[config.mk]
export PLATFORM = sky130hd
export DESIGN_NAME = stream_rd_ctrl
export DESIGN_NICKNAME = d
export VERILOG_FILES = /design/src/ram_pkg.sv /design/src/stream_rd_ctrl.sv
export SDC_FILE = /design/constraint.sdc
export NUM_CORES = 1
export LEC_CHECK = 0
export BUFFER_PORTS_ARGS = -buffer_cell sky130_fd_sc_hd__buf_2
export CAP_MARGIN = 20
export CORE_ASPECT_RATIO = 2
export CORE_MARGIN = 4
export CORE_UTILIZATION = 51
export CTS_CLUSTER_SIZE = 28
export DETAILED_ROUTE_END_ITERATION = 6
export PLACE_DENSITY_LB_ADDON = 0.12
export SETUP_SLACK_MARGIN = 0.1
export SLEW_MARGIN = 10
export SYNTH_ARGS = -nofsm -noshare
export SYNTH_HDL_FRONTEND = slang
export SYNTH_SLANG_ARGS = --single-unit
[constraint.sdc]
create_clock -name i_clk -period 5 [get_ports i_clk]
set_input_delay 1 -clock i_clk [delete_from_list [all_inputs] [get_ports i_clk]]
set_output_delay 1 -clock i_clk [all_outputs]
set_load 0.01 [all_outputs]
[src/ram_pkg.sv]
package ram_pkg;

   // ********************************************************************
   // Memory geometry
   // ********************************************************************
   localparam int RAM_DEPTH  = 2048;               // Words in the buffer
   localparam int ADDR_W     = 11;                 // Word address bits
   localparam int DATA_W     = 16;                 // Stream word bits

   // Read and write pointers carry one wrap bit above the address
   localparam int PTR_W      = ADDR_W + 1;

   // Holds any count from 0 up to RAM_DEPTH
   localparam int CREDIT_W   = 12;

   // ********************************************************************
   // Block-RAM slices
   // ********************************************************************
   localparam int SLICE_W    = 2;                  // Bits per slice
   localparam int SLICE_MODE = 3;                  // iCE40 mode for 2048x2

endpackage

[src/stream_rd_ctrl.sv]
module stream_rd_ctrl (
   input  logic                          i_clk,
   input  logic                          i_rst,
   input  logic [ram_pkg::PTR_W-1:0]     i_wr_ptr,
   input  logic                          i_out_credit,
   input  logic [ram_pkg::DATA_W-1:0]    i_rdata,
   output logic                          o_re,
   output logic [ram_pkg::ADDR_W-1:0]    o_raddr,
   output logic                          o_pop,
   output logic                          o_out_valid,
   output logic [ram_pkg::DATA_W-1:0]    o_out_data
);

   logic [ram_pkg::CREDIT_W-1:0] credit_cnt;       // Credits from downstream
   logic [ram_pkg::PTR_W-1:0]    rd_ptr;
   logic                         empty;
   logic                         has_credit;
   logic                         rd_issued;         // Read launched last cycle

   // ********************************************************************
   // Read issue
   // ********************************************************************
   assign empty      = (rd_ptr == i_wr_ptr);        // Wrap bits equal too
   assign has_credit = (credit_cnt != '0);
   assign o_re       = !empty && has_credit;
   assign o_raddr    = rd_ptr[ram_pkg::ADDR_W-1:0];

   always_ff @(posedge i_clk) begin
      if (i_rst) begin
         rd_ptr <= '0;
      end else if (o_re) begin
         rd_ptr <= rd_ptr + 1'b1;
      end
   end

   // Downstream credit may arrive in the same cycle one is spent
   always_ff @(posedge i_clk) begin
      if (i_rst) begin
         credit_cnt <= '0;
      end else begin
         if (i_out_credit && !o_re) begin
            credit_cnt <= credit_cnt + 1'b1;
         end else if (!i_out_credit && o_re) begin
            credit_cnt <= credit_cnt - 1'b1;
         end
      end
   end

   // ********************************************************************
   // Output stage
   // ********************************************************************
   always_ff @(posedge i_clk) begin
      if (i_rst) begin
         rd_issued <= 1'b0;
      end else begin
         rd_issued <= o_re;
      end
   end

   // RAM output register already holds the word for this cycle
   assign o_out_valid = rd_issued;
   assign o_pop       = rd_issued;
   assign o_out_data  = i_rdata;

endmodule

==> impl_metrics.tcl <==
set metrics [dict create \
    critPathBufInv 2 \
    core_area_mm2 0.00365 \
    fmax_ghz 0.266 \
    drtIter0Drc 14 \
    synth.net_count 281 \
    finalWirelength_um 4390 \
    vias_per_cell 5.73 \
    finalClockSkew_ps 7.21 \
    synth_flop_cell "dfxtp_1" \
    startpoint_type "primary input" \
    post_cts.repair.setup_buffers 0 \
    drive_gt1_frac 0.162 \
    clk_latency_ps 270 \
    regToRegStartpoint "rd_ptr[3]" \
    nets 279 \
    timing.final.max_slew_violations 0 \
    pre_cts_ws_ps 904 \
    cp_common_cell "ha_1" \
    io-pin-count 61 \
    ys_seq_area_frac 0.256 \
    crit_start "i_wr_ptr[0]" \
    crit_path_end "credit_cnt[11]" \
    path_depth 12 \
    tritoncts "yes" \
    cts_hold_buf 0 \
    grtUsageTotal 0.197 \
    start_util 0.537 \
    status "finished clean" \
    port_buffers 28 \
    dieArea_mm2 0.00496 \
    r2r_end "credit_cnt[11]" \
    cp_max_fo 12 \
    worstPathArrival_ps 3920 \
    tns_ps 0 \
    antenna_left 0 \
    power_per_cell_area_mw_per_mm2 619 \
    worstPathRequired_ps 5160 \
    worstSetupPathType "in -> reg" \
    clockBufferDepth 2 \
    p_leak_nw 0.758 \
    drcViolationCount 0 \
    fin_cells 283 \
    grt_pass1_wl_um 7390 \
    grt_pass1_vias 1629 \
    synth-seq-cells 25 \
    ff2ff_setup_slack_ps 1550 \
    first_pass_iters 4 \
    wl_per_cell_um 15.5 \
    cap_violations 0 \
    period_share 0.753 \
    reg2regPathDepth 11 \
    dieHeight_um 95.6 \
    cpPeakStageDelay_ps 530 \
    power.total_w 0.00120 \
    worst_slack_ps 1230 \
    overflow 0 \
    yosysWarningCount 0 \
    die_w_um 51.8 \
    synth_area_mm2 0.00196 \
    worst_slew_pin_slew_ps 636 \
    grt_max_degree 27 \
    ir_drop_uv 247 \
    grt_antenna_before_repair 0 \
    finalSetupViolCount 0 \
    yosysUniqueCellTypes 44 \
    areaGrowthSynthToFinish_pct -0.895 \
    hold_class "reg -> reg" \
    fp-row-count 31 \
    final_core_util 0.532 \
    cts_root_buf "clkbuf_8" \
    synth_edf_count 0 \
    h-tree-depth 1 \
    clk_pin_slew_ps 90 \
    grt_setup_unrepaired "false" \
    synth_cells 237 \
    async_flop_share 0 \
    slew_headroom 0.576 \
    path_cells "buf_2 -> xnor2_1 -> nand4_2 -> o31ai_4 -> ha_1 -> inv_1 -> ha_1 -> or4_1 -> o21ai_2 -> a21oi_1 -> a221oi_2 -> mux2_1" \
    period_needed_ps 3770 \
    cts_resized 0 \
    antenna_cells 0 \
    numCtsBuffers 3 \
    vias 1621 \
    dpl.hpwl_um 3490 \
    critPathSlowestCell "or4_1" \
    syn_avg_cell_area_um2 8.26 \
    gp_congestion 0.898 \
    worst_path_dominant_cell_family "compound AO/OA/AOI/OAI gates" \
    dpl.cell_count 279 \
    cts.sinks 25 \
    hold_violations 0 \
    worst_setup_path_end_kind "flop" \
]
-- stage by stage --
step | hold slack [ps] | instance area [um2]
2_1_floorplan | 459 | 1960
3_3_place_gp | 477 | 1900
3_5_place_dp | 473 | 1900
4_1_cts | 489 | 1940
5_1_grt | 528 | 1940
6_report | 488 | 1940
-- worst reg2reg max path: stages (launching register included) --
cell	delay, ps
dfxtp_1	540
xnor2_2	170
nand4_2	140
o31ai_4	280
ha_1	270
inv_1	230
ha_1	390
or4_1	530
o21ai_2	100
a21oi_1	100
a221oi_2	270
mux2_1	340
-- worst min-delay path by stage --
stage,startpoint,endpoint,slack [ps],cells after the start
2_1_floorplan,credit_cnt[2],credit_cnt[2],460,2
3_3_place_gp,credit_cnt[2],credit_cnt[2],480,2
3_5_place_dp,credit_cnt[2],credit_cnt[2],470,2
4_1_cts,credit_cnt[2],credit_cnt[2],490,2
5_1_grt,credit_cnt[2],credit_cnt[2],530,2
6_report,credit_cnt[2],credit_cnt[2],490,2
-- final cells by class --
class | count | area, um2
inverters | 9 | 33.8
repair buffers | 29 | 148
fillers | 413 | 1710
clock buffers | 4 | 45.0
flip-flops and latches | 25 | 500
multi-input cells | 167 | 1150
well taps | 49 | 61.3
-- sequential cells by signal, indices dropped and copies added (netlist names) --
| register | count |
|---|---|
| o_out_valid | 1 |
| rd_ptr | 12 |
| credit_cnt | 12 |
-- cell usage in the layout (no fill, tap or decap), drive strengths merged, types with 3 or more instances in the layout --
master,count
nor4,6
dfxtp,25
nand3,12
nor2,15
nand4,4
inv,9
a21oi,20
a211oi,6
xnor2,14
o21a,3
and3,3
nor2b,3
nor3,3
clkbuf,4
o31ai,8
nand2,10
a21o,3
ha,12
a211o,3
buf,29
o21ai,14
or3,6
or4,6
-- Yosys cell counts (4+ instances only) --
cell / number / area [um2]
a211oi_1: 6 / 45.0
nor4_1: 6 / 37.5
nand3_1: 12 / 60.1
o21ai_1: 5 / 25.0
buf_4: 28 / 210
inv_1: 9 / 33.8
or3_1: 6 / 37.5
ha_1: 12 / 150
clkbuf_1: 4 / 15.0
xnor2_1: 13 / 114
a21oi_1: 20 / 100
o21ai_0: 8 / 40.0
dfxtp_1: 25 / 500
o31ai_1: 7 / 52.6
or4_1: 6 / 45.0
nand2_1: 10 / 37.5
nor2_1: 15 / 56.3
-- kinds of logic (layout without fill, tap and decap cells) --
logic type / Yosys count / after routing / share of synthesized area
buffers and inverters: 45 / 42 / 0.156
adder cells (fa/ha/maj): 13 / 13 / 0.0869
AND/OR/NAND/NOR: 72 / 72 / 0.196
AO/OA/AOI/OAI: 64 / 64 / 0.220
flip-flops: 25 / 25 / 0.256
multiplexers: 2 / 2 / 0.0109
XOR/XNOR: 16 / 16 / 0.0754
-- metal layers --
metal	up-vias	wire length (um)	track usage
li1	829	-	-
met1	745	1610	0.196
met2	34	2490	0.379
met3	13	128	0.0235
met4	0	151	0.101
met5	-	0	0
-- power breakdown --
part / switching, W / internal, W / leakage [nW] / total [W]
Clock: 0.0000654 / 0.0000571 / 0.0228 / 0.000122
Sequential: 0.0000601 / 0.000253 / 0.205 / 0.000313
Combinational: 0.000435 / 0.000330 / 0.530 / 0.000766
Total: 0.000561 / 0.000640 / 0.758 / 0.00120
(Power assumes the default switching activity.)
