### src/ram_pkg.sv
package ram_pkg;

   // ********************************************************************
   // Memory geometry
   // ********************************************************************
   localparam int RAM_DEPTH  = 2048;               // Words in the buffer
   localparam int ADDR_W     = 11;                 // Word address bits
   localparam int DATA_W     = 16;                 // Stream word bits

   // Read and write pointers carry one wrap bit above the address
   localparam int PTR_W      = ADDR_W + 1;

   // Holds any count from 0 up to RAM_DEPTH
   localparam int CREDIT_W   = 12;

   // ********************************************************************
   // Block-RAM slices
   // ********************************************************************
   localparam int SLICE_W    = 2;                  // Bits per slice
   localparam int SLICE_MODE = 3;                  // iCE40 mode for 2048x2

endpackage

### src/credit_rx.sv
module credit_rx #(
   parameter int P_IN_CREDITS = 2048
) (
   input  logic                          i_clk,
   input  logic                          i_rst,
   input  logic                          i_in_valid,
   input  logic [ram_pkg::DATA_W-1:0]    i_in_data,
   input  logic                          i_pop,
   output logic                          o_in_credit,
   output logic                          o_we,
   output logic [ram_pkg::ADDR_W-1:0]    o_waddr,
   output logic [ram_pkg::DATA_W-1:0]    o_wdata,
   output logic [ram_pkg::PTR_W-1:0]     o_wr_ptr,
   output logic                          o_err_overrun
);

   logic [ram_pkg::CREDIT_W-1:0] credit_cnt;       // Credits held upstream
   logic [ram_pkg::PTR_W-1:0]    wr_ptr;
   logic                         accept;

   if ((P_IN_CREDITS < 1) || (P_IN_CREDITS > ram_pkg::RAM_DEPTH)) begin : g_credit_range
      $error("credit_rx: P_IN_CREDITS %0d outside 1..%0d", P_IN_CREDITS, ram_pkg::RAM_DEPTH);
   end

   assign accept      = i_in_valid && (credit_cnt != '0);
   assign o_we        = accept;                     // Written at the accept edge
   assign o_waddr     = wr_ptr[ram_pkg::ADDR_W-1:0];
   assign o_wdata     = i_in_data;
   assign o_wr_ptr    = wr_ptr;
   assign o_in_credit = i_pop;                      // Each word out frees one slot

   always_ff @(posedge i_clk) begin
      if (i_rst) begin
         credit_cnt    <= ram_pkg::CREDIT_W'(P_IN_CREDITS);
         wr_ptr        <= '0;
         o_err_overrun <= 1'b0;
      end else begin
         if (accept) begin
            wr_ptr <= wr_ptr + 1'b1;
         end

         // Spend on accept, regain on pop, both together cancel
         if (accept && !i_pop) begin
            credit_cnt <= credit_cnt - 1'b1;
         end else if (!accept && i_pop) begin
            credit_cnt <= credit_cnt + 1'b1;
         end

         if (i_in_valid && !accept) begin
            o_err_overrun <= 1'b1;                  // Sticky until reset
         end
      end
   end

endmodule

### config.mk
export PLATFORM = sky130hd
export DESIGN_NAME = credit_rx
export DESIGN_NICKNAME = d
export VERILOG_FILES = /design/src/ram_pkg.sv /design/src/credit_rx.sv
export SDC_FILE = /design/constraint.sdc
export NUM_CORES = 1
export LEC_CHECK = 0
export BUFFER_PORTS_ARGS = -buffer_cell sky130_fd_sc_hd__buf_2
export CORE_ASPECT_RATIO = 1.2
export CORE_MARGIN = 3
export CORE_UTILIZATION = 50
export DETAILED_ROUTE_END_ITERATION = 8
export PLACE_DENSITY = 0.8
export SLEW_MARGIN = 20
export SYNTH_ARGS = -nofsm -noshare
export SYNTH_HDL_FRONTEND = slang
export SYNTH_SLANG_ARGS = --single-unit
### constraint.sdc
create_clock -name i_clk -period 4.17 [get_ports i_clk]
set_input_delay 0.6255 -clock i_clk [delete_from_list [all_inputs] [get_ports i_clk]]
set_output_delay 0.6255 -clock i_clk [all_outputs]
set_load 0.02 [all_outputs]
==> summary.md, run 1 <==
| Metric | Value |
|---|---|
| Largest net degree at the start of global routing | 30 |
| Layout Skew | approximately 0.0029 ns |
| Mapped Avg Cell Area | approximately 8.7 µm² |
| Share of cells above drive strength 1 | between 20 and 25% |
| Post-synth EDFFs | 0 |
| Pwr dens | about 340 nW/µm² |
| Switching part of the total | 34.3% |
| CP dominant cell by count | ha_1 |
| Cell Area, Synth | around 1800 µm² |
| GRT Total Usage | between 10% and 20% |
| GR Overflow Total | 0 |
| Leak | ~0.81 nW |
| Final Cell Area | roughly 1800 µm² |
| DIE HEIGHT | ~71 µm |
| Crit end category | flip-flop |
| Rel. slew slack | a little under three fifths |
| Routability cong. | a little under 0.9 |
| Primary FF master, synth | dfxtp_1 |
| Post-route setup TNS | 0 ns |
| Die ar. | between 4000 and 5000 µm² |
| #FFs+latches synth | 25 |
| Pre-CTS WS | ~0.86 ns |
| Part of the power in registers | between 40% and 50% |
| Critical path peak fanout | 12 |
| Status | completed |
| Input/output buffers | 29 |
| Inserted Diodes | 0 |
| Min Tclk post-route | 3.23 ns |
| Initial antenna violation count | 0 |
| Post-Place Cell Area | about 1700 µm² |
| Fin crit share | ~77% |
| Proportion of synthesized chip area in sequential cells | ~28% |
| Largest stage delay, worst path | 0.48 ns |
| Int Pwr | about 0.4 mW |
| Peak supply drop | roughly 0.21 mV |
| Net Count, Synth | roughly 240 |
| Slowest cell on crit path | nor4_2 |
| CP Data Required Time | 4.33 ns |
| Post-cts hold buffer count | 0 |
| Worst setup margin | roughly 0.94 ns |
| Fraction of registers with async set/reset | 0% |
| Critical setup path kind | reg2reg |
| Cell Count, Final, Fillers Out | about 240 |
| Layout fillers | 317 |
| CP arrival | about 3.4 ns |
| R2r setup slk | approximately 0.94 ns |
| Final hold vios | 0 |
| First-pass GRT wire length | just over 5000 µm |
| Via count | 1365 |
| Root Driver | clkbuf_8 |
| Antenna Violating Nets Remaining | 0 |
| Final Slew Violations | 0 |
| Core area | 3370 µm² |
| Vias in the first global route | approximately 1200 |
| HP Class | reg2reg |
| First-pass iteration count of the detailed router | 4 |
| Type of origin of the critical path | flip-flop |
| Clk buf depth | 2 |
| Post-synthesis cell type count | 46 |
| RSZ-0062 raised after global routing | no |
| Routed vias/inst | 5.64 |
| Syn Inst Count | roughly 210 |
| Worst-Margin Slew | between 0.6 and 0.7 ns |
| Top-Level Pins | 62 |
| Cts repair resizes | 0 |
| DRC | 0 |
| Initial core utilization | between 50% and 60% |
| Critical path cell sequence | nor4_2 > a31oi_4 > ha_1 > ha_1 > nor2b_1 > o21ai_1 > nand2b_1 > a311oi_2 > a211oi_1 > a221o_1 |
| CTS H-tree lvls | 1 |
| Cts bufs inserted | 3 |
| Routed wire per std cell | 13.7 µm |
| # nets final | between 200 and 250 |
| Max Freq | roughly 310 MHz |
| Post-CTS Setup Bufs | 0 |
| Logic gate share of total power | 28.9% |
| Num Clock Sinks | 25 |
| Reported net switching power | 0.209 mW |
| Clock power share | between 20 and 25% |
| Cell count after placement | 238 |
| Register clock-pin slew on the reported worst setup and hold paths | around 0.1 ns |
| Iteration-0 DRC Markers | slightly below 80 |
| Row count | 23 |
| Final wirelength | about 3300 µm |
| Die boundary width | around 60 µm |
| CTS tree | done |
| Latest clock arrival within the worst-skew pair | 0.27 ns |
| Final setup vio count | 0 |
| Synth warn | 0 |
| Area Overhead vs Synth | 0.635% |
| MaxCap Viol Count | 0 |
| Hpwl dp | approximately 2500 µm |
-- worst max-delay path: cells and delay by family (launching register included) --
kind	cells	cell delay, ns
DFF	1	0.36
and+or+nand+nor	3	0.74
AOI/OAI and AO/OA	5	1.22
adders and majority gates	2	0.80
-- per-stage QoR --
step / hold slack, ns / utilization (%) / total power, mW
6_report: 0.486 / 53.0 / 0.609
2_1_floorplan: 0.473 / - / 0.451
3_3_place_gp: 0.468 / 51.6 / 0.458
5_1_grt: 0.516 / 53.0 / 0.638
3_5_place_dp: 0.479 / 51.6 / 0.463
4_1_cts: 0.492 / 53.0 / 0.608
-- cells in the final DEF, fill, tap and decap left out, types with 2 or more instances in the layout --
| master | n |
|---|---|
| a21o_1 | 4 |
| ha_1 | 12 |
| nand3_1 | 3 |
| dfxtp_1 | 25 |
| nor2b_1 | 7 |
| a21oi_1 | 13 |
| a311oi_2 | 2 |
| o21ai_0 | 6 |
| mux2i_1 | 4 |
| and3_1 | 3 |
| xnor2_1 | 5 |
| o21a_1 | 4 |
| xor2_1 | 5 |
| nor2_1 | 23 |
| nand2_1 | 9 |
| buf_2 | 29 |
| and2_1 | 2 |
| o21ai_1 | 2 |
| inv_1 | 7 |
| clkbuf_8 | 3 |
| or3_1 | 7 |
| nor4_2 | 3 |
| nor3_1 | 3 |
| nand4_1 | 2 |
-- cells in the mapped netlist (5+ instances only) --
master   number  area share [%]
or3_1         7             2.5
xor2_1        5             2.5
inv_1         7             1.5
buf_4        28              12
dfxtp_1      25              28
xnor2_1       5             2.5
o21ai_0       6             1.7
nor2b_1       7             2.5
a21oi_1      13             3.7
nand2_1       9             1.9
nor2_1       23             4.9
ha_1         12             8.5
-- power by group through the flow --
stage	combinational [mW]	sequential [mW]	clock, mW
6_report	0.176	0.283	0.151
5_1_grt	0.195	0.285	0.158
4_1_cts	0.175	0.282	0.150
3_5_place_dp	0.175	0.287	0
3_3_place_gp	0.171	0.287	0
2_1_floorplan	0.165	0.286	0
-- cell families after synthesis --
family | count (synthesis) | share of synthesized area (%)
multiplexers | 4 | 2.26
XOR/XNOR | 10 | 4.94
flip-flops | 25 | 28.2
AND/OR/NAND/NOR | 69 | 22.0
buffers and inverters | 40 | 14.4
AO/OA/AOI/OAI | 44 | 18.6
adder cells (fa/ha/maj) | 13 | 9.59
-- registers in the layout (all words and copies together), names as in the netlist --
register,flops
o_err_overrun,1
credit_cnt,12
o_wr_ptr,12
-- final timing paths --
check,startpoint,end,depth (start not counted)
setup / recovery,credit_cnt[1],credit_cnt[8],10
setup reg to reg,credit_cnt[1],credit_cnt[8],10
hold reg to reg,o_wr_ptr[11],o_wr_ptr[11],2
hold / removal,o_wr_ptr[11],o_wr_ptr[11],2
-- cell type report --
type	instances	area [µm²]	area share, %
clock buffer	3	41.3	2.31
clock inverter	1	7.51	0.420
inverter	7	26.3	1.47
multi-input combinational	140	1020	57.0
sequential	25	500	28.0
tap	37	46.3	2.59
timing repair buffer	29	145	8.13
-- per-layer routing --
| layer | share of wire (%) | vias up | GRT usage, % |
|---|---|---|---|
| met1 | 44 | 634 | 19.1 |
| met4 | 1.1 | 0 | 4.43 |
| met3 | 5.4 | 4 | 3.60 |
| met2 | 50 | 32 | 25.8 |
| met5 | 0 | - | 0 |
| li1 | - | 695 | - |
No activity file was read; power rests on OpenSTA's default activity.
==> run 2: changes to the inputs <==
Clock period 4.17 ns to 3.1 ns, I/O delays scaled along.
==> run 2 against run 1 <==
  * Clock power is 27% higher
  * Hold slack worse by 0.0052 ns
  * Non-clock buffer count is 1 higher
  * Critical path type unchanged
==> summary.md, run 2 (synthesis gave the netlist of run 1 again) <==
| Metric | Value |
|---|---|
| Area Overhead vs Synth | 2.19% (was 0.635%) |
| Commonest non-fill, non-tap cells in the layout | buf_2, dfxtp_1, nor2_1, a21oi_1, ha_1 (unchanged) |
| Input/output buffers | 29 (unchanged) |
| Routed wire per std cell | 13.9 µm (was 13.7 µm) |
| CTS H-tree lvls | 1 (unchanged) |
| Largest net degree at the start of global routing | 30 (unchanged) |
| Initial core utilization | 52.7% (unchanged) |
| Crit end category | flip-flop (unchanged) |
| Min Tclk post-route | 2.89 ns (was 3.23 ns) |
| Finished Core Util | 53.8% (was 53.0%) |
| Latest clock arrival within the worst-skew pair | 0.26 ns (was 0.27 ns) |
| Met1 Routed Length | 1460 µm (was 1450 µm) |
| Core area | 3370 µm² (unchanged) |
| Cts repair resizes | 0 (unchanged) |
| Critical path cell sequence | nor4_2 > a31oi_4 > ha_2 > ha_1 > nor2b_1 > o21ai_1 > nand2b_1 > a311oi_4 > a211oi_1 > a221o_1 (was nor4_2 > a31oi_4 > ha_1 > ha_1 > nor2b_1 > o21ai_1 > nand2b_1 > a311oi_2 > a211oi_1 > a221o_1) |
| CP arrival | 3.05 ns (was 3.39 ns) |
| Vias in the first global route | 1275 (was 1169) |
| CTS tree | done (unchanged) |
| Inserted Diodes | 0 (unchanged) |
| Via count | 1404 (was 1365) |
| Hpwl dp | 2540 µm (was 2530 µm) |
| HP Class | in2reg (was reg2reg) |
| Clk buf depth | 2 (unchanged) |
| Slowest cell on crit path | a311oi_4 (was nor4_2) |
| Initial antenna violation count | 0 (unchanged) |
| Final wirelength | 3380 µm (was 3320 µm) |
| MaxCap Viol Count | 0 (unchanged) |
| Routed vias/inst | 5.78 (was 5.64) |
| Final hold vios | 0 (unchanged) |
| GR Overflow Total | 0 (unchanged) |
| Final Slew Violations | 0 (unchanged) |
| Largest stage delay, worst path | 0.45 ns (was 0.48 ns) |
| Root Driver | clkbuf_8 (unchanged) |
| Layout Skew | 0.00338 ns (was 0.00293 ns) |
| RSZ-0062 raised after global routing | no (unchanged) |
| Peak supply drop | 0.262 mV (was 0.208 mV) |
| Post-CTS Setup Bufs | 0 (unchanged) |
| Register clock-pin slew on the reported worst setup and hold paths | 0.09 ns (was 0.10 ns) |
| Register area | 500 µm² (unchanged) |
| Final setup vio count | 0 (unchanged) |
| Layout fillers | 321 (was 317) |
| Status | completed (unchanged) |
| Row count | 23 (unchanged) |
| First-pass GRT wire length | 5550 µm (was 5140 µm) |
| Leak | 0.826 nW (was 0.812 nW) |
| Post-route setup TNS | 0 ns (unchanged) |
| Worst hold slack | 0.481 ns (was 0.486 ns) |
| Cts bufs inserted | 3 (unchanged) |
| Top-Level Pins | 62 (unchanged) |
| Max layer used | met4 (unchanged) |
| Critical path peak fanout | 12 (unchanged) |
| GRT Total Usage | 16.3% (was 15.3%) |
| Share of cells above drive strength 1 | 23.3% (was 22.4%) |
| Die boundary width | 60.4 µm (unchanged) |
| DIE HEIGHT | 71.3 µm (unchanged) |
| DRC | 0 (unchanged) |
| Post-cts hold buffer count | 0 (unchanged) |
| Critical setup path kind | reg2reg (unchanged) |
| Max Freq | 346 MHz (was 310 MHz) |
| Die ar. | 4300 µm² (unchanged) |
| Rel. slew slack | 64.7% (was 55.4%) |
| Met3 Wirelength | 174 µm (was 179 µm) |
| Multi-input logic area | 1040 µm² (was 1020 µm²) |
| PnR Total Power | 0.819 mW (was 0.609 mW) |
| # nets final | 240 (was 239) |
| Iteration-0 DRC Markers | 68 (was 78) |
| Worst-Margin Slew | 0.529 ns (was 0.669 ns) |
| Routability cong. | 0.830 (was 0.880) |
| First-pass iteration count of the detailed router | 4 (unchanged) |
| Antenna Violating Nets Remaining | 0 (unchanged) |
| Type of origin of the critical path | flip-flop (unchanged) |
| Pwr dens | 452 nW/µm² (was 341 nW/µm²) |
| Num Clock Sinks | 25 (unchanged) |
| Fin crit share | 93.3% (was 77.5%) |
| Met2 wire length | 1670 µm (was 1650 µm) |
| CP Data Required Time | 3.26 ns (was 4.33 ns) |
| Most common cell after layout, fill and taps aside | buf_2 (unchanged) |
-- run 2: changes by cell type in the layout (fill, tap and decap cells not counted), sizes merged --
cell,change
buf,+1
clkinv,+1
clkinvlp,-1
-- run 2: worst max-delay path: cells and delay by family (launching register included) --
family                   cells  cell delay [ns]
AO/OA/AOI/OAI                5             1.10
adder cells (fa/ha/maj)      2             0.64
AND/OR/NAND/NOR              3             0.70
flip-flops                   1             0.35
-- run 2: layer usage --
| metal | track usage, % | vias up |
|---|---|---|
| li1 | - | 700 |
| met1 | 19.1 | 653 |
| met2 | 29.1 | 43 |
| met3 | 2.34 | 8 |
| met4 | 6.40 | 0 |
| met5 | 0 | - |
-- run 2: final timing paths --
| check | slack, ns | cells after the start | startpoint | end |
|---|---|---|---|---|
| min reg2reg | 0.49 | 2 | o_wr_ptr[11] | o_wr_ptr[11] |
| min | 0.48 | 3 | i_in_valid | o_err_overrun |
| max | 0.21 | 10 | credit_cnt[10] | credit_cnt[8] |
| max reg2reg | 0.21 | 10 | credit_cnt[10] | credit_cnt[8] |
-- run 2: stage by stage --
stage                     cell area [µm²]  setup WS (ns)  cells
after floorplan                      1770          0.144    205
after global placement               1740         0.0733    239
after detailed placement             1740        0.00916    239
after CTS                            1790        0.00338    243
after global routing                 1810        0.00899    243
final                                1810          0.207    243
-- run 2: report_power, final --
part | switching [mW] | total, mW | leakage, nW | internal, mW
clock | 0.102 | 0.192 | 0.0255 | 0.0898
sequential | 0.0352 | 0.383 | 0.204 | 0.347
combinational | 0.137 | 0.244 | 0.597 | 0.106
-- run 2: final cells by class --
| class | count | area share (%) |
|---|---|---|
| Multi-Input combinational cell | 140 | 57.4 |
| Clock inverter | 1 | 0.276 |
| Tap cell | 37 | 2.55 |
| Inverter | 7 | 1.45 |
| Sequential cell | 25 | 27.6 |
| Clock buffer | 3 | 2.28 |
| Timing Repair Buffer | 30 | 8.42 |
